### config.mk
export PLATFORM = sky130hd
export DESIGN_NAME = irq_core_top
export DESIGN_NICKNAME = d
export VERILOG_FILES = /design/src/irq_pkg.sv /design/src/irq_core_top.sv /design/src/irq_trap_ctrl.sv /design/src/irq_int_controller.sv /design/src/irq_csr_regs.sv
export SDC_FILE = /design/constraint.sdc
export NUM_CORES = 1
export LEC_CHECK = 0
export ABC_AREA = 1
export BUFFER_PORTS_ARGS = -buffer_cell sky130_fd_sc_hd__clkbuf_2
export CAP_MARGIN = 20
export CORE_ASPECT_RATIO = 1.4
export CORE_MARGIN = 2
export CORE_UTILIZATION = 59
export DETAILED_ROUTE_END_ITERATION = 7
export PLACE_DENSITY_LB_ADDON = 0.25
export SETUP_SLACK_MARGIN = 0.1
export SYNTH_ARGS = -nofsm -noshare
export SYNTH_HDL_FRONTEND = slang
export SYNTH_HIERARCHICAL = 1
export SYNTH_SLANG_ARGS = --single-unit
### constraint.sdc
create_clock -name clk_i -period 3.5 [get_ports clk_i]
set_clock_uncertainty 0.05 [all_clocks]
set_input_delay 0.525 -clock clk_i [delete_from_list [all_inputs] [get_ports clk_i]]
set_output_delay 0.525 -clock clk_i [all_outputs]
set_load 0.03 [all_outputs]
### src/irq_pkg.sv
//////////////////////////////////////////////////////////////////////
// Shared constants for the machine-mode interrupt path
// Referenced by scoped names, e.g. irq_pkg::CSR_MIE
//////////////////////////////////////////////////////////////////////

package irq_pkg;

  // Widths
  localparam int unsigned XLEN       = 32;
  localparam int unsigned CSR_ADDR_W = 12;
  localparam int unsigned IRQ_ID_W   = 5;

  //////////////////////////////////////////////////////////////////////
  // CSR addresses
  //////////////////////////////////////////////////////////////////////

  localparam logic [CSR_ADDR_W-1:0] CSR_MSTATUS = 12'h300;
  localparam logic [CSR_ADDR_W-1:0] CSR_MIE     = 12'h304;
  localparam logic [CSR_ADDR_W-1:0] CSR_MTVEC   = 12'h305;
  localparam logic [CSR_ADDR_W-1:0] CSR_MEPC    = 12'h341;
  localparam logic [CSR_ADDR_W-1:0] CSR_MCAUSE  = 12'h342;
  localparam logic [CSR_ADDR_W-1:0] CSR_MIP     = 12'h344;
  // Cycle counter, low and high words
  localparam logic [CSR_ADDR_W-1:0] CSR_MCYCLE  = 12'hB00;
  localparam logic [CSR_ADDR_W-1:0] CSR_MCYCLEH = 12'hB80;

  //////////////////////////////////////////////////////////////////////
  // Bit positions and masks
  //////////////////////////////////////////////////////////////////////

  // Global enable and its saved copy
  localparam int unsigned MSTATUS_MIE_BIT  = 3;
  localparam int unsigned MSTATUS_MPIE_BIT = 7;

  // Implemented lines: software 3, timer 7, external 11, platform 16..31
  localparam logic [XLEN-1:0] IRQ_MASK = 32'hFFFF0888;

  //////////////////////////////////////////////////////////////////////
  // Reset values
  //////////////////////////////////////////////////////////////////////

  // Direct mode, base at 0x1000
  localparam logic [XLEN-1:0] MTVEC_RESET   = 32'h0000_1000;
  localparam logic [XLEN-1:0] MSTATUS_RESET = 32'h0000_0000;

endpackage
### src/irq_core_top.sv
//////////////////////////////////////////////////////////////////////
// Top of the interrupt path: CSRs, interrupt and trap controllers.
// The environment plays the pipeline around it.
//////////////////////////////////////////////////////////////////////

module irq_core_top (
  input  logic                          clk_i,
  input  logic                          rst_i,

  // Interrupt lines
  input  logic [irq_pkg::XLEN-1:0]      irq_i,

  // CSR access
  input  logic                          csr_we_i,
  input  logic [irq_pkg::CSR_ADDR_W-1:0] csr_addr_i,
  input  logic [irq_pkg::XLEN-1:0]      csr_wdata_i,
  input  logic [irq_pkg::CSR_ADDR_W-1:0] csr_raddr_i,
  output logic [irq_pkg::XLEN-1:0]      csr_rdata_o,

  // Pipeline side
  input  logic [irq_pkg::XLEN-1:0]      pc_i,
  input  logic                          mret_i,
  output logic                          redirect_o,
  output logic [irq_pkg::XLEN-1:0]      redirect_addr_o
);

  // CSR block to the controllers
  logic [irq_pkg::XLEN-1:0]     mie;
  logic                         mstatus_mie;
  logic [irq_pkg::XLEN-1:0]     mtvec;
  logic [irq_pkg::XLEN-1:0]     mepc;

  // Interrupt controller outputs
  logic [irq_pkg::XLEN-1:0]     mip;
  logic                         irq_req;
  logic [irq_pkg::IRQ_ID_W-1:0] irq_id;

  // Trap controller strobes
  logic                         trap_take;
  logic                         mret_take;

  //////////////////////////////////////////////////////////////////////
  // CSRs
  //////////////////////////////////////////////////////////////////////

  irq_csr_regs csr_regs_i (
    .clk_i          ( clk_i         ),
    .rst_i          ( rst_i         ),
    .csr_we_i       ( csr_we_i      ),
    .csr_addr_i     ( csr_addr_i    ),
    .csr_wdata_i    ( csr_wdata_i   ),
    .csr_raddr_i    ( csr_raddr_i   ),
    .csr_rdata_o    ( csr_rdata_o   ),
    .mip_i          ( mip           ),
    .trap_take_i    ( trap_take     ),
    .trap_id_i      ( irq_id        ),
    .trap_pc_i      ( pc_i          ),
    .mret_take_i    ( mret_take     ),
    .mie_o          ( mie           ),
    .mstatus_mie_o  ( mstatus_mie   ),
    .mtvec_o        ( mtvec         ),
    .mepc_o         ( mepc          )
  );

  //////////////////////////////////////////////////////////////////////
  // Interrupt and trap control
  //////////////////////////////////////////////////////////////////////

  irq_int_controller int_controller_i (
    .clk_i          ( clk_i         ),
    .rst_i          ( rst_i         ),
    .irq_i          ( irq_i         ),
    .mie_i          ( mie           ),
    .mstatus_mie_i  ( mstatus_mie   ),
    .mip_o          ( mip           ),
    .irq_req_o      ( irq_req       ),
    .irq_id_o       ( irq_id        )
  );

  irq_trap_ctrl trap_ctrl_i (
    .clk_i           ( clk_i           ),
    .rst_i           ( rst_i           ),
    .irq_req_i       ( irq_req         ),
    .irq_id_i        ( irq_id          ),
    .mret_i          ( mret_i          ),
    .mtvec_i         ( mtvec           ),
    .mepc_i          ( mepc            ),
    .trap_take_o     ( trap_take       ),
    .mret_take_o     ( mret_take       ),
    .redirect_o      ( redirect_o      ),
    .redirect_addr_o ( redirect_addr_o )
  );

endmodule

### src/irq_trap_ctrl.sv
//////////////////////////////////////////////////////////////////////
// Trap controller: arbitrates mret against an interrupt request,
// strobes the CSR updates and issues a one-cycle redirect
//////////////////////////////////////////////////////////////////////

module irq_trap_ctrl (
  input  logic                          clk_i,
  input  logic                          rst_i,

  // From interrupt controller
  input  logic                          irq_req_i,
  input  logic [irq_pkg::IRQ_ID_W-1:0]  irq_id_i,

  // Return strobe from the pipeline
  input  logic                          mret_i,

  // From CSR block
  input  logic [irq_pkg::XLEN-1:0]      mtvec_i,
  input  logic [irq_pkg::XLEN-1:0]      mepc_i,

  // To CSR block
  output logic                          trap_take_o,
  output logic                          mret_take_o,

  // To the pipeline
  output logic                          redirect_o,
  output logic [irq_pkg::XLEN-1:0]      redirect_addr_o
);

  logic                     redirect_q;
  logic [irq_pkg::XLEN-1:0] redirect_addr_q;
  logic [irq_pkg::XLEN-1:0] mtvec_base;
  logic [irq_pkg::XLEN-1:0] trap_addr;

  //////////////////////////////////////////////////////////////////////
  // Arbitration
  //////////////////////////////////////////////////////////////////////

  // mret beats a request in the same cycle
  assign mret_take_o = mret_i;
  assign trap_take_o = irq_req_i & ~mret_i;

  //////////////////////////////////////////////////////////////////////
  // Target address
  //////////////////////////////////////////////////////////////////////

  // Mode bits stripped from the base
  assign mtvec_base = {mtvec_i[irq_pkg::XLEN-1:2], 2'b00};

  // Vectored mode: one word per cause id
  always_comb begin
    if (mtvec_i[0]) begin
      trap_addr = mtvec_base + irq_pkg::XLEN'({irq_id_i, 2'b00});
    end else begin
      trap_addr = mtvec_base;
    end
  end

  //////////////////////////////////////////////////////////////////////
  // Redirect register
  //////////////////////////////////////////////////////////////////////

  // High for exactly one cycle per take
  always_ff @(posedge clk_i) begin
    if (rst_i) begin
      redirect_q <= 1'b0;
    end else begin
      redirect_q <= trap_take_o | mret_take_o;
    end
  end

  // mepc captured before the CSR block sees this edge
  always_ff @(posedge clk_i) begin
    if (mret_take_o) begin
      redirect_addr_q <= mepc_i;
    end else if (trap_take_o) begin
      redirect_addr_q <= trap_addr;
    end
  end

  assign redirect_o      = redirect_q;
  assign redirect_addr_o = redirect_addr_q;

endmodule

### src/irq_int_controller.sv
//////////////////////////////////////////////////////////////////////
// Interrupt controller: samples the irq lines into mip and picks the
// winning enabled line for the trap controller
//////////////////////////////////////////////////////////////////////

module irq_int_controller (
  input  logic                          clk_i,
  input  logic                          rst_i,

  // Level-sensitive lines
  input  logic [irq_pkg::XLEN-1:0]      irq_i,

  // From CSR block
  input  logic [irq_pkg::XLEN-1:0]      mie_i,
  input  logic                          mstatus_mie_i,

  // To CSR block
  output logic [irq_pkg::XLEN-1:0]      mip_o,

  // To trap controller
  output logic                          irq_req_o,
  output logic [irq_pkg::IRQ_ID_W-1:0]  irq_id_o
);

  logic [irq_pkg::XLEN-1:0] mip_q;
  // Pending, enabled and globally allowed
  logic [irq_pkg::XLEN-1:0] irq_pend_en;

  // One flop of sampling, unimplemented lines dropped here
  always_ff @(posedge clk_i) begin
    if (rst_i) begin
      mip_q <= '0;
    end else begin
      mip_q <= irq_i & irq_pkg::IRQ_MASK;
    end
  end

  assign irq_pend_en = mip_q & mie_i & {irq_pkg::XLEN{mstatus_mie_i}};

  // Same cycle as mip
  assign irq_req_o = |irq_pend_en;

  //////////////////////////////////////////////////////////////////////
  // Priority encoder
  //////////////////////////////////////////////////////////////////////

  // Later assignments override earlier ones
  // Lowest first: 7, then 3, then 11, then 16 up to 31
  always_comb begin
    irq_id_o = '0;
    if (irq_pend_en[7]) begin
      irq_id_o = irq_pkg::IRQ_ID_W'(7);
    end
    if (irq_pend_en[3]) begin
      irq_id_o = irq_pkg::IRQ_ID_W'(3);
    end
    if (irq_pend_en[11]) begin
      irq_id_o = irq_pkg::IRQ_ID_W'(11);
    end
    // Platform lines, highest index wins
    for (int i = 16; i < irq_pkg::XLEN; i++) begin
      if (irq_pend_en[i]) begin
        irq_id_o = irq_pkg::IRQ_ID_W'(i);
      end
    end
  end

  assign mip_o = mip_q;

endmodule

### src/irq_csr_regs.sv
//////////////////////////////////////////////////////////////////////
// Machine CSRs for the interrupt path: mstatus, mie, mip, mtvec,
// mepc, mcause and mcycle. Written by strobe, read combinationally.
//////////////////////////////////////////////////////////////////////

module irq_csr_regs (
  input  logic                              clk_i,
  input  logic                              rst_i,

  // Software access
  input  logic                              csr_we_i,
  input  logic [irq_pkg::CSR_ADDR_W-1:0]    csr_addr_i,
  input  logic [irq_pkg::XLEN-1:0]          csr_wdata_i,
  input  logic [irq_pkg::CSR_ADDR_W-1:0]    csr_raddr_i,
  output logic [irq_pkg::XLEN-1:0]          csr_rdata_o,

  // From interrupt controller
  input  logic [irq_pkg::XLEN-1:0]          mip_i,

  // From trap controller
  input  logic                              trap_take_i,
  input  logic [irq_pkg::IRQ_ID_W-1:0]      trap_id_i,
  input  logic [irq_pkg::XLEN-1:0]          trap_pc_i,
  input  logic                              mret_take_i,

  // Interrupt steering
  output logic [irq_pkg::XLEN-1:0]          mie_o,
  output logic                              mstatus_mie_o,
  output logic [irq_pkg::XLEN-1:0]          mtvec_o,
  output logic [irq_pkg::XLEN-1:0]          mepc_o
);

  // Only MIE and MPIE exist in mstatus
  logic                              mstatus_mie_q;
  logic                              mstatus_mpie_q;
  logic [irq_pkg::XLEN-1:0]          mie_q;
  logic [irq_pkg::XLEN-1:0]          mtvec_q;
  logic [irq_pkg::XLEN-1:0]          mepc_q;
  logic                              mcause_irq_q;
  logic [irq_pkg::IRQ_ID_W-1:0]      mcause_id_q;
  logic [63:0]                       mcycle_q;

  // Per-register write decode
  logic mstatus_we;
  logic mie_we;
  logic mtvec_we;
  logic mepc_we;
  logic mcause_we;
  logic mcycle_we;
  logic mcycleh_we;

  logic [irq_pkg::XLEN-1:0] mstatus_rdata;
  logic [irq_pkg::XLEN-1:0] mcause_rdata;

  assign mstatus_we = csr_we_i && (csr_addr_i == irq_pkg::CSR_MSTATUS);
  assign mie_we     = csr_we_i && (csr_addr_i == irq_pkg::CSR_MIE);
  assign mtvec_we   = csr_we_i && (csr_addr_i == irq_pkg::CSR_MTVEC);
  assign mepc_we    = csr_we_i && (csr_addr_i == irq_pkg::CSR_MEPC);
  assign mcause_we  = csr_we_i && (csr_addr_i == irq_pkg::CSR_MCAUSE);
  assign mcycle_we  = csr_we_i && (csr_addr_i == irq_pkg::CSR_MCYCLE);
  assign mcycleh_we = csr_we_i && (csr_addr_i == irq_pkg::CSR_MCYCLEH);

  //////////////////////////////////////////////////////////////////////
  // Register updates
  //////////////////////////////////////////////////////////////////////

  // mstatus: mret first, then trap entry, then software
  always_ff @(posedge clk_i) begin
    if (rst_i) begin
      mstatus_mie_q  <= irq_pkg::MSTATUS_RESET[irq_pkg::MSTATUS_MIE_BIT];
      mstatus_mpie_q <= irq_pkg::MSTATUS_RESET[irq_pkg::MSTATUS_MPIE_BIT];
    end else if (mret_take_i) begin
      // Restore enable, MPIE back to one
      mstatus_mie_q  <= mstatus_mpie_q;
      mstatus_mpie_q <= 1'b1;
    end else if (trap_take_i) begin
      // Stash enable and mask further interrupts
      mstatus_mpie_q <= mstatus_mie_q;
      mstatus_mie_q  <= 1'b0;
    end else if (mstatus_we) begin
      mstatus_mie_q  <= csr_wdata_i[irq_pkg::MSTATUS_MIE_BIT];
      mstatus_mpie_q <= csr_wdata_i[irq_pkg::MSTATUS_MPIE_BIT];
    end
  end

  // mie and mtvec are software only
  always_ff @(posedge clk_i) begin
    if (rst_i) begin
      mie_q   <= '0;
      mtvec_q <= irq_pkg::MTVEC_RESET;
    end else begin
      if (mie_we) begin
        mie_q <= csr_wdata_i & irq_pkg::IRQ_MASK;
      end
      if (mtvec_we) begin
        // Bit 1 reserved, bit 0 selects vectored mode
        mtvec_q <= {csr_wdata_i[irq_pkg::XLEN-1:2], 1'b0, csr_wdata_i[0]};
      end
    end
  end

  // mepc and mcause, trap entry wins over software
  always_ff @(posedge clk_i) begin
    if (rst_i) begin
      mepc_q       <= '0;
      mcause_irq_q <= 1'b0;
      mcause_id_q  <= '0;
    end else if (trap_take_i) begin
      mepc_q       <= {trap_pc_i[irq_pkg::XLEN-1:2], 2'b00};
      mcause_irq_q <= 1'b1;
      mcause_id_q  <= trap_id_i;
    end else begin
      if (mepc_we) begin
        mepc_q <= {csr_wdata_i[irq_pkg::XLEN-1:2], 2'b00};
      end
      if (mcause_we) begin
        mcause_irq_q <= csr_wdata_i[irq_pkg::XLEN-1];
        mcause_id_q  <= csr_wdata_i[irq_pkg::IRQ_ID_W-1:0];
      end
    end
  end

  // Free-running cycle counter; a written word holds for that edge
  always_ff @(posedge clk_i) begin
    if (rst_i) begin
      mcycle_q <= '0;
    end else if (mcycle_we) begin
      mcycle_q <= {mcycle_q[63:32], csr_wdata_i};
    end else if (mcycleh_we) begin
      mcycle_q <= {csr_wdata_i, mcycle_q[31:0]};
    end else begin
      mcycle_q <= mcycle_q + 64'd1;
    end
  end

  //////////////////////////////////////////////////////////////////////
  // Read mux
  //////////////////////////////////////////////////////////////////////

  always_comb begin
    mstatus_rdata = '0;
    mstatus_rdata[irq_pkg::MSTATUS_MIE_BIT]  = mstatus_mie_q;
    mstatus_rdata[irq_pkg::MSTATUS_MPIE_BIT] = mstatus_mpie_q;
  end

  // Interrupt flag on top, cause id at the bottom
  assign mcause_rdata = {mcause_irq_q,
                         {(irq_pkg::XLEN-irq_pkg::IRQ_ID_W-1){1'b0}},
                         mcause_id_q};

  always_comb begin
    case (csr_raddr_i)
      irq_pkg::CSR_MSTATUS: csr_rdata_o = mstatus_rdata;
      irq_pkg::CSR_MIE:     csr_rdata_o = mie_q;
      irq_pkg::CSR_MTVEC:   csr_rdata_o = mtvec_q;
      irq_pkg::CSR_MEPC:    csr_rdata_o = mepc_q;
      irq_pkg::CSR_MCAUSE:  csr_rdata_o = mcause_rdata;
      irq_pkg::CSR_MIP:     csr_rdata_o = mip_i;
      irq_pkg::CSR_MCYCLE:  csr_rdata_o = mcycle_q[31:0];
      irq_pkg::CSR_MCYCLEH: csr_rdata_o = mcycle_q[63:32];
      // Unmapped reads as zero
      default:              csr_rdata_o = '0;
    endcase
  end

  assign mie_o         = mie_q;
  assign mstatus_mie_o = mstatus_mie_q;
  assign mtvec_o       = mtvec_q;
  assign mepc_o        = mepc_q;

endmodule

Yosys cells after proc, flatten, opt, wreduce, memory -nomap -nowiden
Cells that the tools add are included.
- register bits: 217
- input port bits: 124
- output and inout port bits: 65
- word-level logic and storage cells: 86
- add/sub/neg operators: 2
- eq/ne operators: 16
- muxes and demuxes: 37
- bitwise logic cells: 5
- reduce and logical (&&, ||, !) cells: 12
- operator list (operator ; count):
    $pmux W32 S8 ; 1
    $mux W32 ; 6
    $eq A12 B10 Y1 const B ; 11
    $mux W5 ; 18
    $add A64 B1 Y64 const B ; 1
    $and A32 B32 Y32 ; 2
    $mux W64 ; 1
    $eq A12 B12 Y1 const B ; 4
    $add A32 B7 Y32 ; 1
    $reduce_or A32 Y1 ; 1
    $mux W1 ; 8
    $logic_and A1 B1 Y1 ; 7
    $mux W3 ; 2
    $reduce_bool A2 Y1 ; 3
    $mux W4 ; 1
    $reduce_bool A3 Y1 ; 1
    $ne A2 B1 Y1 const B ; 1
    $and A1 B1 Y1 ; 1
    $not A1 Y1 ; 1
    $or A1 B1 Y1 ; 1

Depth between registers and ports, before layout
- depth in word-level cells: 25
- mapped depth: 32
- mapped depth without buffers: 31

Cells and area by module
Netlist, hierarchy kept.
- modules (own cells, without submodules) (module ; times used ; cells each ; area each (um^2) ; sequential area each (um^2)):
    irq_csr_regs ; 1 ; 1717 ; 10073.4 ; 3042.9
    irq_trap_ctrl ; 1 ; 366 ; 2497.4 ; 980.9
    irq_int_controller ; 1 ; 143 ; 1036.0 ; 380.4

Worst setup path before layout
Ideal clock, no wire load.
- kind: reg2reg
- start: register csr_regs_i.mstatus_mie_q (netlist: csr_regs_i/mstatus_mie_o)
- end: register trap_ctrl_i.redirect_addr_q, in the netlist trap_ctrl_i/redirect_addr_o[12] (data pin)
- library setup time: 253 ps
- data arrival time: 2740 ps
- required time: 3197 ps
- slack: 457 ps
- stages on the path, launching flop included: 30
- buffers on the path: 1
- period minus slack after synthesis: 3043 ps
- path through: dfxtp_1 > buf_6 > nand3_2 > nand2_2 > nand2_1 > nand2_1 > nand2_1 > nand2_1 > nand2_1 > nand2_1 > nand2_1 > nand2_1 > nand2_1 > nand2_1 > nand2_1 > nand2_1 > nand2_1 > nand2_1 > nand2_1 > ha_1 > fa_1 > nand2_1 > nand2_1 > nand3_1 > nand2_2 > nand3_1 > inv_1 > or2_1 > nand3_1 > nand2_1
- longest elaborated chain between the ends: 24
- RTL lines (element ; line ; text):
    start: declaration ; irq_csr_regs.sv:34 ; logic mstatus_mie_q;
    start signal: assignment ; irq_csr_regs.sv:70 ; mstatus_mie_q <= irq_pkg::MSTATUS_RESET[irq_pkg::MSTATUS_MIE_BIT];
    start signal: assignment ; irq_csr_regs.sv:74 ; mstatus_mie_q <= mstatus_mpie_q;
    start signal: assignment ; irq_csr_regs.sv:81 ; mstatus_mie_q <= csr_wdata_i[irq_pkg::MSTATUS_MIE_BIT];
    $and A32 B32 Y32 (*) ; irq_int_controller.sv:38 ; assign irq_pend_en = mip_q & mie_i & {irq_pkg::XLEN{mstatus_mie_i}};
    $mux W3 ; irq_int_controller.sv:51 ; if (irq_pend_en[7]) begin
    $mux W3 ; irq_int_controller.sv:54 ; if (irq_pend_en[3]) begin
    $mux W4 ; irq_int_controller.sv:57 ; if (irq_pend_en[11]) begin
    $mux W5 (15 in a row) ; irq_int_controller.sv:62 ; if (irq_pend_en[i]) begin
    $mux W5 (*) ; irq_int_controller.sv:62 ;
    via irq_id (one bit) ; irq_core_top.sv:36 ; logic [irq_pkg::IRQ_ID_W-1:0] irq_id;
    $add A32 B7 Y32 (*) ; irq_trap_ctrl.sv:53 ; trap_addr = mtvec_base + irq_pkg::XLEN'({irq_id_i, 2'b00});
    $mux W32 (*) ; irq_trap_ctrl.sv:52 ; if (mtvec_i[0]) begin
    $mux W32 (*) ; irq_trap_ctrl.sv:76 ; end else if (trap_take_o) begin
    $mux W32 (*) ; irq_trap_ctrl.sv:74 ; if (mret_take_o) begin
    end signal: assignment ; irq_trap_ctrl.sv:75 ; redirect_addr_q <= mepc_i;
    end signal: assignment ; irq_trap_ctrl.sv:77 ; redirect_addr_q <= trap_addr;
    end: declaration ; irq_trap_ctrl.sv:31 ; logic [irq_pkg::XLEN-1:0] redirect_addr_q;
Mark *: on every way through the listed nets, which the timed path passes. The rest lies on a longest branch. The select of a mux whose other input is x is not followed.
A chain may end at the register's enable or synchronous reset.

Worst setup path after layout
- start: register csr_regs_i.mstatus_mie_q (netlist: csr_regs_i/mstatus_mie_o)
- end: register trap_ctrl_i.redirect_addr_q, in the netlist trap_ctrl_i/redirect_addr_o[18] (data pin)
The elaborated chain is that of the path after synthesis.

==> metrics.md <==
| Metric | Value |
|---|---|
| FF+latch area | `4408 µm²` |
| Fmax | `0.3050 GHz` |
| Slowest CP cell | `dfxtp_4` |
| Startpoint Class | `flip-flop` |
| Syn_area_per_cell | `roughly 6 µm²` |
| Max Buffers Root-to-Sink | `3` |
| GRT Residual Overflow | `0` |
| Number of DRC markers in iteration 0 | `around 2300` |
| VDD IR max | `0.4071 mV` |
| Crit path max fanout | `6` |
| Layout Cells excl Fill | `2674` |
| Initial Util | `0.5993` |
| RSZ-0062 raised after global routing | `false` |
| Initial antenna violation count | `0` |
| Ratio of cells with drive above 1 in the final layout | `0.1374` |
| Die Area | `24130 µm²` |
| Chip Width | `131.9 µm` |
| ANT cells | `0` |
| Area of the multi-input gates | `between 7000 and 8000 µm²` |
| Via/cell ratio | `just over 6` |
| Routed Wire Length | `between 50 and 60 mm` |
| Row count | `65` |
| Min Tclk post-route | `~3300 ps` |
| Core box area | `around 23000 µm²` |
| CTS tree | `built` |
| Tcrit/Tclk final | `0.9367` |
| FILL cells | `2072` |
| Flop2flop setup slack | `220 ps` |
| Post-layout nets | `between 2000 and 2500` |
| Gr usage total | `0.4450` |
| Max cap viols | `0` |
| Htree depth | `1` |
| CP endpoint kind | `flip-flop` |
| Kind of critical path | `flip-flop to flip-flop` |
| CTS Root Cell | `clkbuf_16` |
| Synth Cell Area | `roughly 14000 µm²` |
| DPL Wire Length | `about 42 mm` |
| GP Congestion | `1.084` |
| PnR worst setup slack | `between 200 and 250 ps` |
| Pwr dens | `approximately 330 nW/µm²` |
| Area growth, synth to finish | `13.88%` |
| DRC viols | `0` |
| WP data required | `around 3700 ps` |
| Total clock sinks | `about 200` |
| I/O pin count | `about 190` |
| Die height | `roughly 180 µm` |
| Worst EP arrival | `3500 ps` |
| CP peak stage delay | `380 ps` |
| Cells after synthesis | `approximately 2200` |
| DR pass1 iterations | `7` |
| ANT nets after route | `0` |
| Pre-CTS setup slack | `-45.96 ps` |
| Status | `finished clean` |
| Detailed-route via count | `16280` |
| Worst-path clk slew | `around 70 ps` |
| Hold Crit Class | `primary input to flip-flop` |
| Finished Core Util | `0.6825` |
| Leakage power | `about 6.4 nW` |
| Setup Viol. Count Final | `0` |
| Synthesis warning total | `6` |
| DP Cell Count | `around 2600` |
| Largest net degree at the start of global routing | `between 60 and 70` |
| Slew @ Worst Pin | `around 1200 ps` |
| Num CTS Buffers | `22` |
| Most used cell along the critical path | `nand2_1` |
| First-pass GRT wire length | `83.35 mm` |
| Rel. slew slack | `0.2308` |
| Routed WL per cell | `around 21 µm` |
| Worst skew pair latency | `520 ps` |
| Port Buffers | `173` |
| Final Hold Vio Count | `0` |
| Vias in the first global route | `~15000` |
| Fin. max-slew vios | `0` |
where the power goes:
part           internal [mW]  total, mW  leakage (nW)  switching [mW]
Combinational         0.0979      0.336          4.31           0.238
Sequential              2.41       2.43          1.72          0.0223
Clock                   1.27       2.29         0.330            1.03
layout make-up:
class,count,area share
flip-flops and latches,204,0.2867
repair buffers,217,0.08089
clock buffers,27,0.04044
well taps,301,0.02449
clock inverters,13,0.004720
inverters,242,0.05908
multi-input cells,1670,0.5037
stage by stage:
step	hold WS (ps)	cell area [µm²]	power [mW]	setup TNS [ps]
2_1_floorplan	401.4	13550	2.659	0
3_3_place_gp	417.5	14580	2.798	0
3_5_place_dp	431.8	14580	2.803	-63.11
4_1_cts	140.5	15290	5.033	0
5_1_grt	152.1	15380	5.168	0
6_report	143.7	15380	5.060	0
critical path: cells and delay by family (launching register included):
family                   cells  cell delay (ps)
buffers and inverters        1              150
AND/OR/NAND/NOR             28             1910
adder cells (fa/ha/maj)      2              550
flip-flops                   1              380
placed cells by master (no fill, tap or decap), types with 17 or more instances in the layout:
master	instances
nand2_1	681
nor2_1	268
inv_1	235
nand3_1	173
clkbuf_2	172
dfxtp_1	171
a21oi_1	150
o21ai_0	145
o22ai_1	47
buf_4	40
edfxtp_1	32
clkbuf_16	24
nand4_1	24
nor3_1	21
nand3_2	18
a31oi_1	17
metal layers:
| layer | track usage | routed length (µm) | vias to the layer above |
|---|---|---|---|
| met5 | 0 | 0 | - |
| met4 | 0.3117 | 4874 | 0 |
| met3 | 0.07629 | 6042 | 331 |
| met2 | 0.7566 | 25580 | 1211 |
| met1 | 0.5092 | 18810 | 7300 |
| li1 | - | - | 7434 |
worst paths after layout:
| kind | to | cells past startpoint | startpoint |
|---|---|---|---|
| worst max-delay path | trap_ctrl_i/redirect_addr_o[18]$_DFFE_PP_ | 31 | csr_regs_i/mstatus_mie_o$_SDFFE_PP0P_ |
| worst min-delay path | int_controller_i/mip_o[21]$_SDFF_PP0_ | 3 | irq_i[21] |
| worst max register to register | trap_ctrl_i/redirect_addr_o[18]$_DFFE_PP_ | 31 | csr_regs_i/mstatus_mie_o$_SDFFE_PP0P_ |
| worst min register to register | csr_regs_i/mcause_id_q[0]$_SDFFE_PP0P_ | 2 | csr_regs_i/mcause_id_q[0]$_SDFFE_PP0P_ |
sequential cells by signal, summed over array words and instances, names as in the netlist:
signal	flops
trap_ctrl_i/redirect_o	1
csr_regs_i/mcause_irq_q	1
csr_regs_i/mepc_o	30
csr_regs_i/mstatus_mie_o	1
csr_regs_i/mie_o	19
trap_ctrl_i/redirect_addr_o	32
int_controller_i/mip_o	19
csr_regs_i/mtvec_o	31
csr_regs_i/mcause_id_q	5
csr_regs_i/mcycle_q	64
csr_regs_i/mstatus_mpie_q	1
repair_timing:
item,CTS,global route
hold buffers,0,0
pin swaps,0,1
gates resized for setup,4,18
setup buffers,0,0
setup endpoints to repair,20,23
Power figures use the tool's default switching activity.
